<file path="src/common/nocPkg.sv">
package nocPkg;

  // Link and packet widths.
  localparam int flitWidth = 32;
  localparam int lengthWidth = 12;
  localparam int flitIdWidth = 3;

  // Router inputs feeding this output port.
  localparam int numPorts = 5;

  // Position of a flit within its packet.
  typedef enum logic [flitIdWidth-1:0]
  {
    flitIdle   = 3'd0,
    flitHeader = 3'd1,
    flitBody   = 3'd2,
    flitTail   = 3'd3
  } flitIdT;

  // One-hot arbiter state, each port bit doubles as its grant.
  typedef enum logic [5:0]
  {
    stIdle  = 6'b000001,
    stLocal = 6'b000010,
    stNorth = 6'b000100,
    stEast  = 6'b001000,
    stWest  = 6'b010000,
    stSouth = 6'b100000
  } arbStateT;

  // Port index, also the search order from idle.
  // Port k owns bit k+1 of arbStateT.
  typedef enum logic [2:0]
  {
    portLocal = 3'd0,
    portNorth = 3'd1,
    portEast  = 3'd2,
    portWest  = 3'd3,
    portSouth = 3'd4
  } portT;

endpackage

</file>
<file path="src/arbiter/portTimer.sv">
module portTimer
(
  input  logic                           clk,
  input  logic                           rst,
  input  nocPkg::flitIdT                 flitId,
  input  logic [nocPkg::lengthWidth-1:0] length,
  input  logic                           runTimer,
  output logic                           timesUp
);

  logic [nocPkg::lengthWidth-1:0] limit;
  logic [nocPkg::lengthWidth-1:0] count;

  always_ff @(posedge clk)
  begin
    if (rst)
    begin
      limit <= '0;
      count <= '0;
    end
    else
    begin
      // The header flit carries the packet length.
      if (flitId == nocPkg::flitHeader)
      begin
        limit <= length;
      end
      // Count only while the arbiter keeps this port granted.
      if (runTimer)
      begin
        count <= count + 1'b1;
      end
      else
      begin
        count <= '0;
      end
    end
  end

  assign timesUp = (count == limit);

endmodule

</file>
<file path="src/arbiter/switchArbiter.sv">
module switchArbiter
(
  input  logic                           clk,
  input  logic                           rst,
  input  nocPkg::flitIdT                 lFlitId,
  input  nocPkg::flitIdT                 nFlitId,
  input  nocPkg::flitIdT                 eFlitId,
  input  nocPkg::flitIdT                 wFlitId,
  input  nocPkg::flitIdT                 sFlitId,
  input  logic [nocPkg::lengthWidth-1:0] lLength,
  input  logic [nocPkg::lengthWidth-1:0] nLength,
  input  logic [nocPkg::lengthWidth-1:0] eLength,
  input  logic [nocPkg::lengthWidth-1:0] wLength,
  input  logic [nocPkg::lengthWidth-1:0] sLength,
  input  logic                           lReq,
  input  logic                           nReq,
  input  logic                           eReq,
  input  logic                           wReq,
  input  logic                           sReq,
  output nocPkg::arbStateT               grant
);

  logic [nocPkg::numPorts-1:0] reqVec;
  logic [nocPkg::numPorts-1:0] timesUp;
  logic [nocPkg::numPorts-1:0] runTimer;
  nocPkg::arbStateT            nextState;
  nocPkg::portT                curPort;

  // Bit order follows portT.
  assign reqVec = {sReq, wReq, eReq, nReq, lReq};

  // First requester in rotating order, looking at span ports from start.
  function automatic nocPkg::arbStateT firstReq
  (
    input logic [nocPkg::numPorts-1:0] req,
    input int unsigned                 start,
    input int unsigned                 span
  );
    nocPkg::arbStateT pick;
    logic             found;
    int unsigned      idx;
    pick = nocPkg::stIdle;
    found = 1'b0;
    for (int i = 0; i < nocPkg::numPorts; i++)
    begin
      idx = (start + i) % nocPkg::numPorts;
      if (!found && (i < span) && req[idx])
      begin
        pick = nocPkg::arbStateT'(6'b000010 << idx);
        found = 1'b1;
      end
    end
    return pick;
  endfunction

  // Index of the port that holds the grant.
  always_comb
  begin
    curPort = nocPkg::portLocal;
    for (int k = 0; k < nocPkg::numPorts; k++)
    begin
      if (grant[k+1])
      begin
        curPort = nocPkg::portT'(k);
      end
    end
  end

  always_comb
  begin
    runTimer = '0;
    nextState = nocPkg::stIdle;
    case (grant)
      nocPkg::stIdle:
      begin
        nextState = firstReq(reqVec, 0, nocPkg::numPorts);
      end
      nocPkg::stLocal, nocPkg::stNorth, nocPkg::stEast, nocPkg::stWest, nocPkg::stSouth:
      begin
        if (reqVec[curPort] && !timesUp[curPort])
        begin
          runTimer[curPort] = 1'b1;
          nextState = grant;
        end
        else
        begin
          // Search the other four ports, starting after the holder.
          nextState = firstReq(reqVec, curPort + 1, nocPkg::numPorts - 1);
        end
      end
      default:
      begin
        nextState = nocPkg::stIdle;
      end
    endcase
  end

  always_ff @(posedge clk)
  begin
    if (rst)
    begin
      grant <= nocPkg::stIdle;
    end
    else
    begin
      grant <= nextState;
    end
  end

  portTimer lTimer
  (
    .clk      (clk),
    .rst      (rst),
    .flitId   (lFlitId),
    .length   (lLength),
    .runTimer (runTimer[nocPkg::portLocal]),
    .timesUp  (timesUp[nocPkg::portLocal])
  );

  portTimer nTimer
  (
    .clk      (clk),
    .rst      (rst),
    .flitId   (nFlitId),
    .length   (nLength),
    .runTimer (runTimer[nocPkg::portNorth]),
    .timesUp  (timesUp[nocPkg::portNorth])
  );

  portTimer eTimer
  (
    .clk      (clk),
    .rst      (rst),
    .flitId   (eFlitId),
    .length   (eLength),
    .runTimer (runTimer[nocPkg::portEast]),
    .timesUp  (timesUp[nocPkg::portEast])
  );

  portTimer wTimer
  (
    .clk      (clk),
    .rst      (rst),
    .flitId   (wFlitId),
    .length   (wLength),
    .runTimer (runTimer[nocPkg::portWest]),
    .timesUp  (timesUp[nocPkg::portWest])
  );

  portTimer sTimer
  (
    .clk      (clk),
    .rst      (rst),
    .flitId   (sFlitId),
    .length   (sLength),
    .runTimer (runTimer[nocPkg::portSouth]),
    .timesUp  (timesUp[nocPkg::portSouth])
  );

endmodule

</file>
<file path="src/hdl/flitMux.sv">
module flitMux
(
  input  logic                         clk,
  input  logic                         rst,
  input  nocPkg::arbStateT             grant,
  input  logic [nocPkg::flitWidth-1:0] lFlit,
  input  logic [nocPkg::flitWidth-1:0] nFlit,
  input  logic [nocPkg::flitWidth-1:0] eFlit,
  input  logic [nocPkg::flitWidth-1:0] wFlit,
  input  logic [nocPkg::flitWidth-1:0] sFlit,
  input  logic                         lReq,
  input  logic                         nReq,
  input  logic                         eReq,
  input  logic                         wReq,
  input  logic                         sReq,
  output logic [nocPkg::flitWidth-1:0] outFlit,
  output logic                         outValid
);

  logic [nocPkg::flitWidth-1:0] flits [nocPkg::numPorts];
  logic [nocPkg::numPorts-1:0]  reqs;
  logic [nocPkg::flitWidth-1:0] selFlit;
  logic                         selValid;

  assign flits[nocPkg::portLocal] = lFlit;
  assign flits[nocPkg::portNorth] = nFlit;
  assign flits[nocPkg::portEast]  = eFlit;
  assign flits[nocPkg::portWest]  = wFlit;
  assign flits[nocPkg::portSouth] = sFlit;
  assign reqs = {sReq, wReq, eReq, nReq, lReq};

  // Grant bit k+1 selects port k; idle selects nothing.
  always_comb
  begin
    selFlit = '0;
    selValid = 1'b0;
    for (int k = 0; k < nocPkg::numPorts; k++)
    begin
      if (grant[k+1])
      begin
        selFlit = flits[k];
        selValid = reqs[k];
      end
    end
  end

  always_ff @(posedge clk)
  begin
    if (rst)
    begin
      outFlit <= '0;
      outValid <= 1'b0;
    end
    else
    begin
      outValid <= selValid;
      // Link data holds its last value while idle.
      if (grant != nocPkg::stIdle)
      begin
        outFlit <= selFlit;
      end
    end
  end

endmodule

</file>
<file path="src/hdl/outputPort.sv">
module outputPort
(
  input  logic                           clk,
  input  logic                           rst,
  input  logic [nocPkg::flitWidth-1:0]   lFlit,
  input  logic [nocPkg::flitWidth-1:0]   nFlit,
  input  logic [nocPkg::flitWidth-1:0]   eFlit,
  input  logic [nocPkg::flitWidth-1:0]   wFlit,
  input  logic [nocPkg::flitWidth-1:0]   sFlit,
  input  nocPkg::flitIdT                 lFlitId,
  input  nocPkg::flitIdT                 nFlitId,
  input  nocPkg::flitIdT                 eFlitId,
  input  nocPkg::flitIdT                 wFlitId,
  input  nocPkg::flitIdT                 sFlitId,
  input  logic [nocPkg::lengthWidth-1:0] lLength,
  input  logic [nocPkg::lengthWidth-1:0] nLength,
  input  logic [nocPkg::lengthWidth-1:0] eLength,
  input  logic [nocPkg::lengthWidth-1:0] wLength,
  input  logic [nocPkg::lengthWidth-1:0] sLength,
  input  logic                           lReq,
  input  logic                           nReq,
  input  logic                           eReq,
  input  logic                           wReq,
  input  logic                           sReq,
  output nocPkg::arbStateT               grant,
  output logic [nocPkg::flitWidth-1:0]   outFlit,
  output logic                           outValid
);

  // Grant is registered here, the mux adds one more cycle.
  switchArbiter switchArbiter_inst
  (
    .clk     (clk),
    .rst     (rst),
    .lFlitId (lFlitId),
    .nFlitId (nFlitId),
    .eFlitId (eFlitId),
    .wFlitId (wFlitId),
    .sFlitId (sFlitId),
    .lLength (lLength),
    .nLength (nLength),
    .eLength (eLength),
    .wLength (wLength),
    .sLength (sLength),
    .lReq    (lReq),
    .nReq    (nReq),
    .eReq    (eReq),
    .wReq    (wReq),
    .sReq    (sReq),
    .grant   (grant)
  );

  flitMux flitMux_inst
  (
    .clk      (clk),
    .rst      (rst),
    .grant    (grant),
    .lFlit    (lFlit),
    .nFlit    (nFlit),
    .eFlit    (eFlit),
    .wFlit    (wFlit),
    .sFlit    (sFlit),
    .lReq     (lReq),
    .nReq     (nReq),
    .eReq     (eReq),
    .wReq     (wReq),
    .sReq     (sReq),
    .outFlit  (outFlit),
    .outValid (outValid)
  );

endmodule
</file>
<file path="config.mk">
export PLATFORM = sky130hd
export DESIGN_NAME = outputPort
export DESIGN_NICKNAME = d
export VERILOG_FILES = /design/src/common/nocPkg.sv /design/src/arbiter/portTimer.sv /design/src/arbiter/switchArbiter.sv /design/src/hdl/flitMux.sv /design/src/hdl/outputPort.sv
export SDC_FILE = /design/constraint.sdc
export NUM_CORES = 1
export LEC_CHECK = 0
export ABC_AREA = 0
export BUFFER_PORTS_ARGS = -buffer_cell sky130_fd_sc_hd__buf_2
export CORE_MARGIN = 1.5
export CORE_UTILIZATION = 47
export CTS_BUF_LIST = sky130_fd_sc_hd__clkbuf_4 sky130_fd_sc_hd__clkbuf_8
export CTS_CLUSTER_SIZE = 25
export DETAILED_ROUTE_END_ITERATION = 7
export PLACE_DENSITY_LB_ADDON = 0.3
export SLEW_MARGIN = 10
export SYNTH_ARGS = -nofsm -noshare
export SYNTH_HDL_FRONTEND = slang
export SYNTH_SLANG_ARGS = --single-unit
</file>
<file path="constraint.sdc">
create_clock -name clk -period 3.7 [get_ports clk]
set_input_delay 0.74 -clock clk [delete_from_list [all_inputs] [get_ports clk]]
set_output_delay 0.74 -clock clk [all_outputs]
set_load 0.01 [all_outputs]
</file>
==> results.cfg <==
[yosys]
synth_edf_count = 0
synth_nets = 1208
synth_flop_cell = dfxtp_1
synth-seq-cells = 159
synth_top_area_frac = 0.3829
seq_area_frac_synth = 0.3829
netlist_area_mm2 = 0.008313
synth_top_cell_by_area = dfxtp_1
async_flop_share = 0
synthTopCellsByArea = dfxtp_1, nor2_1, mux2i_1
syn_inst = 959
syn_avg_cell_area_um2 = 8.668
yosysUniqueCellTypes = 67
ys.warnings.count = 0

[worst_setup_path]
r2r_cells = 12
reg2reg_to = switchArbiter_inst.grant[1]
r2r_start = switchArbiter_inst.grant[3]
worst_ep_required_time_ns = 4.07
cp-end-kind = register
cp.arrival_ns = 3.53
rrSetupSlack_ns = 0.54
path_class = reg2reg
crit_fanout = 20
startpoint_type = register

[grt]
grt_max_degree = 74
overflow = 0
grt_pass1_wl_um = 37580
grt_antenna_before_repair = 3
grtUsageTotal = 0.2572
grt_pass1_vias = 7390

[cts]
cts-root-buf = clkbuf_8
tritoncts = done
cts_resized = 0
htreeDepth = 4
clkSinkCount = 159
ctsHoldBuffers = 0
clock_latency_ns = 0.46
cts_inserted_buffers = 17
cts_setup_buffers = 0
clkTransAtPathRegs_ns = 0.08
clk_path_buf_depth = 2

[route]
antenna_left = 0
drc = 0
drt_wl_total_um = 24170
via_per_inst = 5.498
drtIter0Drc = 303
vias = 7978
drt_pass1_iterations = 5
wl_per_cell_um = 16.66

[hold_path]
hp-class = reg2reg
min_to = switchArbiter_inst.eTimer.count[0]
whs_path_depth = 1
holdCritStartpoint = switchArbiter_inst.eTimer.count[0]

[die]
fp.coreArea_mm2 = 0.01730
die_area_mm2 = 0.01849
dieHeight_um = 136.0
start_util = 0.4806
die_x_um = 136.0
io_pins = 281
rows = 48

[cells_and_area]
finalNetCount = 1459
final_cells = 1451
final_common_cell = buf_2
drive_gt1_frac = 0.2919
final_area_mm2 = 0.01026
mostFrequentLayoutCells = buf_2, nor2_1, dfxtp_1
syn2layout_area_growth_pct = 23.46

[power_and_ir_drop]
total_power_mw = 5.226
power.leakage_nw = 4.314
vdd_drop_max_mv = 0.2474
powerDensity_mw_per_mm2 = 509.2

[timing]
fin_hold_ws_ns = 0.4935
period_needed_ns = 3.165
fin_skew_ns = 0.01462
worstMarginPinSlew_ns = 0.8514
rsz0062_at_grt = no
finalSetupTns_ns = 0
final-hold-violation-count = 0
max_freq_mhz = 316.0
slew_viol_final = 0
finalCritPeriodShare = 0.8553
setup_viol = 0
slew_headroom = 0.4321

[placement]
placed_cell_area_mm2 = 0.009846
portBuffers = 280
place_congestion = 0.9484
dp_hpwl_um = 17570
dp.cells = 1416

[run]
drv_cap = 0

[outcome]
status = finished, final reports clean
[synthesized netlist by cell type (7+ instances only)]
master	n
nor2_1	195
dfxtp_1	159
mux2i_1	64
xnor2_1	59
xor2_1	51
a221oi_1	50
clkbuf_1	43
nand3_1	36
a21oi_1	24
nand2_1	24
nor2b_1	24
o21ai_0	23
nor3_1	21
inv_1	18
a211oi_1	17
a221o_1	16
and3_1	15
nand4_1	12
buf_1	7
buf_6	7
ha_1	7
nor3b_1	7
nor4_1	7
[area by class of cell]
type	count	area (um^2)
diodes	3	7.507
clock buffers	21	282.8
clock inverters	11	127.6
fillers	1568	7033
inverters	18	67.56
multi-input cells	715	4763
flip-flops and latches	159	3187
well taps	225	281.5
repair buffers	299	1546
[how the worst max path moves through the flow]
stage / from / to / depth (start not counted)
finish: switchArbiter_inst.grant[3] / switchArbiter_inst.grant[1] / 12
global route: switchArbiter_inst.grant[3] / switchArbiter_inst.grant[2] / 12
CTS: switchArbiter_inst.grant[3] / switchArbiter_inst.grant[1] / 12
detailed placement: switchArbiter_inst.grant[3] / switchArbiter_inst.grant[1] / 12
global placement: switchArbiter_inst.grant[3] / switchArbiter_inst.grant[1] / 12
floorplan: switchArbiter_inst.grant[5] / switchArbiter_inst.grant[1] / 17
[stage by stage]
step | setup slack [ns] | utilization
floorplan | 0.05529 | -
global placement | 0.5989 | 0.5692
detailed placement | 0.5701 | 0.5692
CTS | 0.5412 | 0.5930
global route | 0.3260 | 0.5932
finish | 0.5354 | 0.5934
[layer usage]
metal  vias up  GRT usage  wire, um
met5         -          0         0
li1       3917          -         -
met4         0     0.1135       677
met3        42    0.05406      1480
met2       272     0.4368     11610
met1      3747     0.3134     10410
[sequential cells by signal, indices dropped and copies added (netlist names)]
register                         flops
switchArbiter_inst.eTimer.count     12
switchArbiter_inst.wTimer.limit     12
switchArbiter_inst.nTimer.limit     12
switchArbiter_inst.grant             6
switchArbiter_inst.eTimer.limit     12
switchArbiter_inst.sTimer.count     12
switchArbiter_inst.wTimer.count     12
switchArbiter_inst.sTimer.limit     12
switchArbiter_inst.nTimer.count     12
flitMux_inst.outFlit                32
switchArbiter_inst.lTimer.limit     12
flitMux_inst.outValid                1
switchArbiter_inst.lTimer.count     12
[report_power, final]
group	internal, mW	leakage, nW	switching, mW	total (mW)
Clock	0.666	0.203	0.657	1.32
Sequential	1.87	1.29	0.111	1.98
Combinational	0.806	2.82	1.12	1.92
[critical path: stages, from the launching register on]
cell	delay [ns]
dfxtp_2	0.44
nor2b_2	0.33
o21ai_0	0.13
ha_1	0.31
inv_1	0.08
ha_1	0.35
inv_1	0.07
o211ai_1	0.15
and4_1	0.26
nor2_2	0.10
or4_1	0.47
a21o_1	0.18
a311oi_2	0.21
[cell families (layout without fill, tap and decap cells)]
group,after synthesis,count (layout),synth area share
AOI/OAI and AO/OA,170,170,0.1561
xor gates and xnor gates,110,110,0.1159
adders and majority gates,7,7,0.01054
buffers and inverters,85,349,0.04711
DFF,159,159,0.3829
muxes,64,64,0.07706
other,0,3,0
and+or+nand+nor,364,364,0.2104
(Power assumes the default switching activity.)
